$ cat src/logic/wdt_macros.svh
// Watchdog subsystem constants
// Counter width, APB address width and the register map offsets

`ifndef WDT_MACROS_SVH
`define WDT_MACROS_SVH

// Width of both counters and both period registers
`define WDT_CNT_W 32

// APB address bus width
`define WDT_ADDR_W 8

// Register map
`define WDT_CTRL_OFF      8'h00
`define WDT_T1_PERIOD_OFF 8'h04
`define WDT_T2_PERIOD_OFF 8'h08
`define WDT_PET_OFF       8'h0C
`define WDT_STATUS_OFF    8'h10

`endif

$ cat src/logic/wdt_pkg.sv
// Watchdog subsystem types
// APB request and response, per-timer control and result, the sticky
// status bits and the service pulses shared by all watchdog blocks

`include "wdt_macros.svh"

package wdt_pkg;

  // APB requester side, one transfer at a time
  typedef struct packed {
    logic                   psel;
    logic                   penable;
    logic                   pwrite;
    logic [`WDT_ADDR_W-1:0] paddr;
    logic [31:0]            pwdata;
  } apb_req_t;

  // APB completer side
  typedef struct packed {
    logic [31:0] prdata;
    logic        pready;
    logic        pslverr;
  } apb_rsp_t;

  // Everything one timer needs from the register file
  typedef struct packed {
    logic                  en;
    logic                  restart;
    logic [`WDT_CNT_W-1:0] period;
  } wdt_timer_ctl_t;

  // What one timer reports back
  typedef struct packed {
    logic                  timeout;
    logic [`WDT_CNT_W-1:0] count;
  } wdt_timer_res_t;

  // Sticky status, bit order matches the STATUS register
  typedef struct packed {
    logic t2_timeout;
    logic t1_timeout;
  } wdt_status_t;

  // One-cycle write-one-to-clear pulses
  typedef struct packed {
    logic t2;
    logic t1;
  } wdt_service_t;

endpackage

$ cat src/logic/wdt_apb_regs.sv
// Watchdog APB register file
// Decodes single-access APB transfers, holds enable, mode and periods,
// turns PET and STATUS writes into restart and service pulses and
// derives both timer enables, gating timer 2 in cascade mode

`timescale 1ns/1ns
`include "wdt_macros.svh"

module wdt_apb_regs
  import wdt_pkg::*;
(
  input  logic           clk_i,
  input  logic           arst_n_i,
  input  apb_req_t       apb_req_i,
  output apb_rsp_t       apb_rsp_o,
  input  wdt_status_t    status_i,
  output wdt_timer_ctl_t t1_ctl_o,
  output wdt_timer_ctl_t t2_ctl_o,
  output wdt_service_t   service_o,
  output logic           cascade_o
);

  logic                  access;
  logic                  wr_en;
  logic                  sel_ctrl;
  logic                  sel_t1;
  logic                  sel_t2;
  logic                  sel_pet;
  logic                  sel_status;
  logic                  mapped;
  logic                  wdt_en_q;
  logic                  timer2_en_q;
  logic [`WDT_CNT_W-1:0] t1_period_q;
  logic [`WDT_CNT_W-1:0] t2_period_q;
  logic [31:0]           rdata;

  //////////////////////////////////////////////////
  // Address decode
  //////////////////////////////////////////////////

  // Every transfer completes in its first access cycle
  assign access = apb_req_i.psel && apb_req_i.penable;

  assign sel_ctrl   = (apb_req_i.paddr == `WDT_CTRL_OFF);
  assign sel_t1     = (apb_req_i.paddr == `WDT_T1_PERIOD_OFF);
  assign sel_t2     = (apb_req_i.paddr == `WDT_T2_PERIOD_OFF);
  assign sel_pet    = (apb_req_i.paddr == `WDT_PET_OFF);
  assign sel_status = (apb_req_i.paddr == `WDT_STATUS_OFF);
  assign mapped     = sel_ctrl | sel_t1 | sel_t2 | sel_pet | sel_status;

  // Unmapped offsets never reach a register
  assign wr_en = access && apb_req_i.pwrite && mapped;

  //////////////////////////////////////////////////
  // Configuration registers
  //////////////////////////////////////////////////

  always_ff @(posedge clk_i or negedge arst_n_i) begin
    if (!arst_n_i) begin
      wdt_en_q    <= 1'b0;
      timer2_en_q <= 1'b0;
      t1_period_q <= '0;
      t2_period_q <= '0;
    end else if (wr_en) begin
      if (sel_ctrl) begin
        wdt_en_q    <= apb_req_i.pwdata[0];
        timer2_en_q <= apb_req_i.pwdata[1];
      end
      if (sel_t1) begin
        t1_period_q <= apb_req_i.pwdata[`WDT_CNT_W-1:0];
      end
      if (sel_t2) begin
        t2_period_q <= apb_req_i.pwdata[`WDT_CNT_W-1:0];
      end
    end
  end

  //////////////////////////////////////////////////
  // Pulses and timer controls
  //////////////////////////////////////////////////

  // W1C on STATUS, acts at the edge closing the access cycle
  assign service_o.t1 = wr_en && sel_status && apb_req_i.pwdata[0];
  assign service_o.t2 = wr_en && sel_status && apb_req_i.pwdata[1];

  // Pet or service restarts the matching timer
  assign t1_ctl_o.restart = (wr_en && sel_pet && apb_req_i.pwdata[0]) || service_o.t1;
  assign t2_ctl_o.restart = (wr_en && sel_pet && apb_req_i.pwdata[1]) || service_o.t2;

  assign t1_ctl_o.period = t1_period_q;
  assign t2_ctl_o.period = t2_period_q;

  assign t1_ctl_o.en = wdt_en_q;
  // Cascade mode, timer 2 runs only while timer 1 sits unserviced
  assign t2_ctl_o.en = wdt_en_q && (timer2_en_q || status_i.t1_timeout);

  assign cascade_o = !timer2_en_q;

  //////////////////////////////////////////////////
  // Read path
  //////////////////////////////////////////////////

  always_comb begin
    rdata = '0;
    if (sel_ctrl) begin
      rdata[1:0] = {timer2_en_q, wdt_en_q};
    end else if (sel_t1) begin
      rdata = 32'(t1_period_q);
    end else if (sel_t2) begin
      rdata = 32'(t2_period_q);
    end else if (sel_status) begin
      rdata[1:0] = {status_i.t2_timeout, status_i.t1_timeout};
    end
    // PET reads back zero
  end

  assign apb_rsp_o.prdata  = rdata;
  assign apb_rsp_o.pready  = access;
  assign apb_rsp_o.pslverr = access && !mapped;

endmodule

$ cat src/logic/wdt_status_combiner.sv
// Watchdog status combiner
// Catches rising timeouts of both timers in sticky status bits, clears
// them on service, raises the interrupt from either bit and latches
// fatal when timer 2 expires in cascade mode

`timescale 1ns/1ns

module wdt_status_combiner
  import wdt_pkg::*;
(
  input  logic           clk_i,
  input  logic           arst_n_i,
  input  wdt_timer_res_t t1_res_i,
  input  wdt_timer_res_t t2_res_i,
  input  wdt_service_t   service_i,
  input  logic           cascade_i,
  output wdt_status_t    status_o,
  output logic           irq_o,
  output logic           fatal_o
);

  logic        t1_prev_q;
  logic        t2_prev_q;
  logic        t1_rise;
  logic        t2_rise;
  wdt_status_t status_q;
  logic        fatal_q;

  //////////////////////////////////////////////////
  // Edge detect
  //////////////////////////////////////////////////

  assign t1_rise = t1_res_i.timeout && !t1_prev_q;
  assign t2_rise = t2_res_i.timeout && !t2_prev_q;

  //////////////////////////////////////////////////
  // Sticky status and fatal
  //////////////////////////////////////////////////

  always_ff @(posedge clk_i or negedge arst_n_i) begin
    if (!arst_n_i) begin
      t1_prev_q <= 1'b0;
      t2_prev_q <= 1'b0;
      status_q  <= '0;
      fatal_q   <= 1'b0;
    end else begin
      t1_prev_q <= t1_res_i.timeout;
      t2_prev_q <= t2_res_i.timeout;
      // New expiry beats a service in the same cycle
      status_q.t1_timeout <= t1_rise || (status_q.t1_timeout && !service_i.t1);
      status_q.t2_timeout <= t2_rise || (status_q.t2_timeout && !service_i.t2);
      // Fatal sticks until reset
      fatal_q <= fatal_q || (status_q.t2_timeout && cascade_i);
    end
  end

  assign status_o = status_q;
  assign irq_o    = status_q.t1_timeout || status_q.t2_timeout;
  assign fatal_o  = fatal_q;

endmodule

$ cat src/logic/wdt_timer.sv
// Watchdog timer
// Counts up while enabled until the count reaches the period, then
// raises a sticky timeout and holds the count. A restart zeroes the
// count and clears the timeout on the next cycle

`timescale 1ns/1ns
`include "wdt_macros.svh"

module wdt_timer
  import wdt_pkg::*;
(
  input  logic           clk_i,
  input  logic           arst_n_i,
  input  wdt_timer_ctl_t ctl_i,
  output wdt_timer_res_t res_o
);

  logic [`WDT_CNT_W-1:0] count_q;
  logic                  timeout_q;
  logic                  hit;
  logic                  timeout;

  //////////////////////////////////////////////////
  // Period compare
  //////////////////////////////////////////////////

  // Timeout shows in the same cycle the count lands on the period
  // A period lowered below a running count also trips at once
  assign hit     = ctl_i.en && (count_q >= ctl_i.period);
  assign timeout = timeout_q || hit;

  //////////////////////////////////////////////////
  // Counter
  //////////////////////////////////////////////////

  always_ff @(posedge clk_i or negedge arst_n_i) begin
    if (!arst_n_i) begin
      count_q <= '0;
    end else if (ctl_i.restart) begin
      // Restart wins over counting
      count_q <= '0;
    end else if (ctl_i.en && !timeout) begin
      count_q <= count_q + 1'b1;
    end
    // Disabled or expired, count holds
  end

  // Sticky flag keeps the timeout once enable drops
  always_ff @(posedge clk_i or negedge arst_n_i) begin
    if (!arst_n_i) begin
      timeout_q <= 1'b0;
    end else if (ctl_i.restart) begin
      timeout_q <= 1'b0;
    end else begin
      timeout_q <= timeout;
    end
  end

  assign res_o.timeout = timeout;
  assign res_o.count   = count_q;

endmodule

$ cat src/logic/wdt_top.sv
// Two-stage watchdog subsystem
// APB register file driving two timers whose results merge into
// sticky status, one interrupt and a cascade fatal output

`timescale 1ns/1ns

module wdt_top
  import wdt_pkg::*;
(
  input  logic     clk_i,
  input  logic     arst_n_i,
  input  apb_req_t apb_req_i,
  output apb_rsp_t apb_rsp_o,
  output logic     irq_o,
  output logic     fatal_o
);

  wdt_timer_ctl_t t1_ctl;
  wdt_timer_ctl_t t2_ctl;
  wdt_timer_res_t t1_res;
  wdt_timer_res_t t2_res;
  wdt_service_t   service;
  wdt_status_t    status;
  logic           cascade;

  // Software side
  wdt_apb_regs u_regs (
    .clk_i     (clk_i),
    .arst_n_i  (arst_n_i),
    .apb_req_i (apb_req_i),
    .apb_rsp_o (apb_rsp_o),
    .status_i  (status),
    .t1_ctl_o  (t1_ctl),
    .t2_ctl_o  (t2_ctl),
    .service_o (service),
    .cascade_o (cascade)
  );

  // First stage
  wdt_timer u_timer1 (
    .clk_i    (clk_i),
    .arst_n_i (arst_n_i),
    .ctl_i    (t1_ctl),
    .res_o    (t1_res)
  );

  // Second stage, gated by timer 1 status in cascade mode
  wdt_timer u_timer2 (
    .clk_i    (clk_i),
    .arst_n_i (arst_n_i),
    .ctl_i    (t2_ctl),
    .res_o    (t2_res)
  );

  wdt_status_combiner u_combiner (
    .clk_i     (clk_i),
    .arst_n_i  (arst_n_i),
    .t1_res_i  (t1_res),
    .t2_res_i  (t2_res),
    .service_i (service),
    .cascade_i (cascade),
    .status_o  (status),
    .irq_o     (irq_o),
    .fatal_o   (fatal_o)
  );

endmodule

$ cat config.mk
export PLATFORM = sky130hd
export DESIGN_NAME = wdt_top
export DESIGN_NICKNAME = d
export VERILOG_FILES = /design/src/logic/wdt_pkg.sv /design/src/logic/wdt_apb_regs.sv /design/src/logic/wdt_status_combiner.sv /design/src/logic/wdt_timer.sv /design/src/logic/wdt_top.sv
export VERILOG_INCLUDE_DIRS = /design/src /design/src/logic
export SDC_FILE = /design/constraint.sdc
export NUM_CORES = 1
export LEC_CHECK = 0
export ABC_AREA = 1
export BUFFER_PORTS_ARGS = -buffer_cell sky130_fd_sc_hd__buf_4
export CORE_MARGIN = 1
export CORE_UTILIZATION = 30
export CTS_CLUSTER_SIZE = 8
export DETAILED_ROUTE_END_ITERATION = 16
export GPL_ROUTABILITY_DRIVEN = 0
export PLACE_DENSITY = 0.47
export SLEW_MARGIN = 20
export SYNTH_ARGS = -nofsm -noshare
export SYNTH_HDL_FRONTEND = slang
export SYNTH_HIERARCHICAL = 1
export SYNTH_SLANG_ARGS = --single-unit
$ cat constraint.sdc
create_clock -name clk_i -period 1.95 [get_ports clk_i]
set_clock_uncertainty 0.15 [all_clocks]
set_input_delay 0.195 -clock clk_i [delete_from_list [all_inputs] [get_ports clk_i]]
set_output_delay 0.195 -clock clk_i [all_outputs]
set_load 0.01 [all_outputs]
==> flow_summary.yaml <==
global_route:
  grt_max_degree: 65
  grtUsageTotal: 0.189
  met1_usage: 0.249
  grt_pass1_wl_um: 48800
  antenna_found_initial: 0
  grt.met2_usage: 0.313
  grt.overflow.total: 0
  gr-usage-met3: 0.0318
  grt_pass1_vias: 9309
  top_usage_layer: "met2"
sta:
  setup_viol: 66
  fin_setup_tns_ns: -9.21
  grt_setup_unrepaired: "true"
  slew_headroom: 0.692
  fin_crit_ns: 2.13
  setup_ws_ns: -0.181
  slew_violations: 0
  finalHoldViolCount: 0
  tightestPinTransition_ns: 0.462
  fmax_mhz: 469
  min_period_over_period: 1.09
cts:
  clockBufferDepth: 2
  numCtsBuffers: 17
  htree_levels: 4
  clkSinkCount: 137
  clock_insertion_delay_worst_skew_ns: 0.43
  root_buffer: "clkbuf_16"
  tritoncts: "done"
  clkTransAtPathRegs_ns: 0.06
cells_and_area:
  finalNonFillerCells: 2005
  final_cell_mix: "nand2_1 (358), buf_4 (247), inv_1 (172), dfrtp_1 (137), nor2_1 (115)"
  antenna_cells: 0
  nNetsFinal: 1701
  design_area_sq_mm: 0.0132
  drive_gt1_frac: 0.251
  area_growth_pct: 37.9
  layout_commonest_cell: "nand2_1"
  nFillCells: 3234
synthesis:
  synth-seq-area-share: 0.357
  synth_area_sq_mm: 0.00959
  synth.avg_cell_area_sq_um: 7.29
  synth_cell_types: 36
  synth_nets: 1426
  ys_ff_latch: 137
  ys_warn_count: 6
  yosysTopAreaCell: "dfrtp_1"
  synth.top_cell.area_share: 0.357
  syn-instance-count: 1315
  ys_top_cells_by_area: "dfrtp_1 (36%), nand2_1 (15%), ha_1 (8.6%), inv_1 (7.1%), nor2_1 (4.8%)"
place:
  postPlaceCellArea_sq_mm: 0.0120
  place.detailed.hpwl_um: 22800
  portBuffers: 80
  dp_cells: 1932
pwr:
  p_leak_nw: 6.36
  power_density_mw_per_mm2: 540
  ir_drop_uv: 645
setup_path:
  timing.rr.start: "u_regs/t2_period_q[27]"
  cp_data_arrival_time_ns: 2.34
  startpoint_type: "flip-flop"
  crit_path_start: "u_regs/t2_period_q[27]"
  cp-end-kind: "flip-flop"
  crit_required_ns: 2.16
  crit_type: "flip-flop to flip-flop"
  worstPathMaxFanout: 12
floorplan:
  start_util: 0.305
  pin_count: 81
  rows: 65
  die_area_sq_mm: 0.0327
  coreArea_sq_mm: 0.0315
  die-width_um: 181
  fp.dieH_um: 181
run:
  maxCapViolCount: 0
routing:
  via_per_inst: 4.63
  wl_um: 30000
  wl_per_cell_um: 14.9
  num_vias: 9278
  drc: 0
  antenna_left: 0
  drt_iter0_drc: 654
  drtPass1Iterations: 6
outcome:
  outcome: "finished, violations left"
  violations: "setup timing"
hold_path:
  min_path_type: "input port to asynchronous set/reset pin"
## report_power, final
group          switching (mW)  internal (mW)  leakage [nW]
clock network            1.32           2.15         0.302
logic                   0.396          0.338          4.42
registers              0.0402           2.89          1.64
total                    1.76           5.38          6.36
## per-stage QoR
step                power, mW  setup slack, ns  hold slack [ns]   util
floorplan                3.29           0.0195           -0.251      -
global route             7.46           -0.339            0.155  0.420
CTS                      7.24           -0.210            0.103  0.415
detailed placement       3.64           -0.278          0.00911  0.380
finish                   7.14           -0.181            0.123  0.420
global placement         3.64           -0.253           0.0116  0.380
## critical path: stages, from the launching register on
cell and delay, ns:
dfrtp_1 0.38, inv_1 0.06, ha_1 0.30, a21o_1 0.18, o21ai_1 0.15, nand2_2 0.09
nor2_4 0.16, nand4_4 0.20, nand2_4 0.14, buf_12 0.14, nand2_1 0.06, nand2_1 0.06
## per-layer routing
metal  share of wire  vias to the layer above  wire length, um
li1                -                     4760                -
met1            0.47                     4347            14100
met2            0.48                      139            14300
met3           0.031                       32              941
met4           0.022                        0              670
met5               0                        -                0
## kinds of logic (layout without fill, tap and decap cells)
kind of cell / count (synthesis) / in the layout / share of synthesized area
DFF: 137 / 137 / 0.357
and+or+nand+nor: 686 / 686 / 0.321
AOI/OAI and AO/OA: 150 / 150 / 0.0929
xor gates and xnor gates: 46 / 46 / 0.0420
adders and majority gates: 66 / 66 / 0.0861
buffers and inverters: 230 / 518 / 0.100
## Yosys cell counts, drive strengths merged
cell type	number
a21o	4
a21oi	32
a22o	30
a311oi	2
buf	36
clkbuf	8
clkinv	2
dfrtp	137
ha	66
inv	184
nand2	389
nand3	77
nand4	28
nor2	143
nor3	46
nor3b	2
o211ai	1
o21a	3
o21ai	78
or2	1
xnor2	12
xor2	34
## path summary, 6_finish.rpt
kind / end / slack, ns / cells past startpoint
max: u_timer2/count_q[25] / -0.18 / 11
min: u_regs/t1_period_q[3] / 0.12 / 2
max reg2reg: u_timer2/count_q[25] / -0.18 / 11
min reg2reg: u_combiner/status_o[1] / 0.34 / 3
max in group asynchronous: u_timer1/count_q[22] / 0.93 / 3
min in group clk_i: u_regs/wdt_en_q / 0.13 / 6
## final cells by class
type	instances	area, sq um	area share
repair buffers	300	2540	0.192
flip-flops and latches	137	3430	0.259
multi-input cells	948	5430	0.411
well taps	402	503	0.0380
clock buffers	22	484	0.0366
clock inverters	10	141	0.0107
inverters	186	698	0.0528
## timing repair
action / CTS / global route
gates cloned: 0 / 0
endpoints found under the setup margin: 67 / 70
setup buffers: 2 / 6
endpoints found under the hold margin: 197 / 0
hold buffers: 33 / 0
pin swaps: 10 / 19
gates resized for setup: 33 / 28
## flip-flops by register name, summed over array words and instances, names as in the netlist
name,flops
u_regs/t1_period_q,32
u_regs/t2_period_q,32
u_timer1/count_q,32
u_timer2/count_q,32
u_combiner/status_o,2
u_combiner/fatal_o,1
u_combiner/t1_prev_q,1
u_combiner/t2_prev_q,1
u_regs/timer2_en_q,1
u_regs/wdt_en_q,1
u_timer1/timeout_q,1
u_timer2/timeout_q,1
Note: power is estimated with default switching activity, not from simulation.
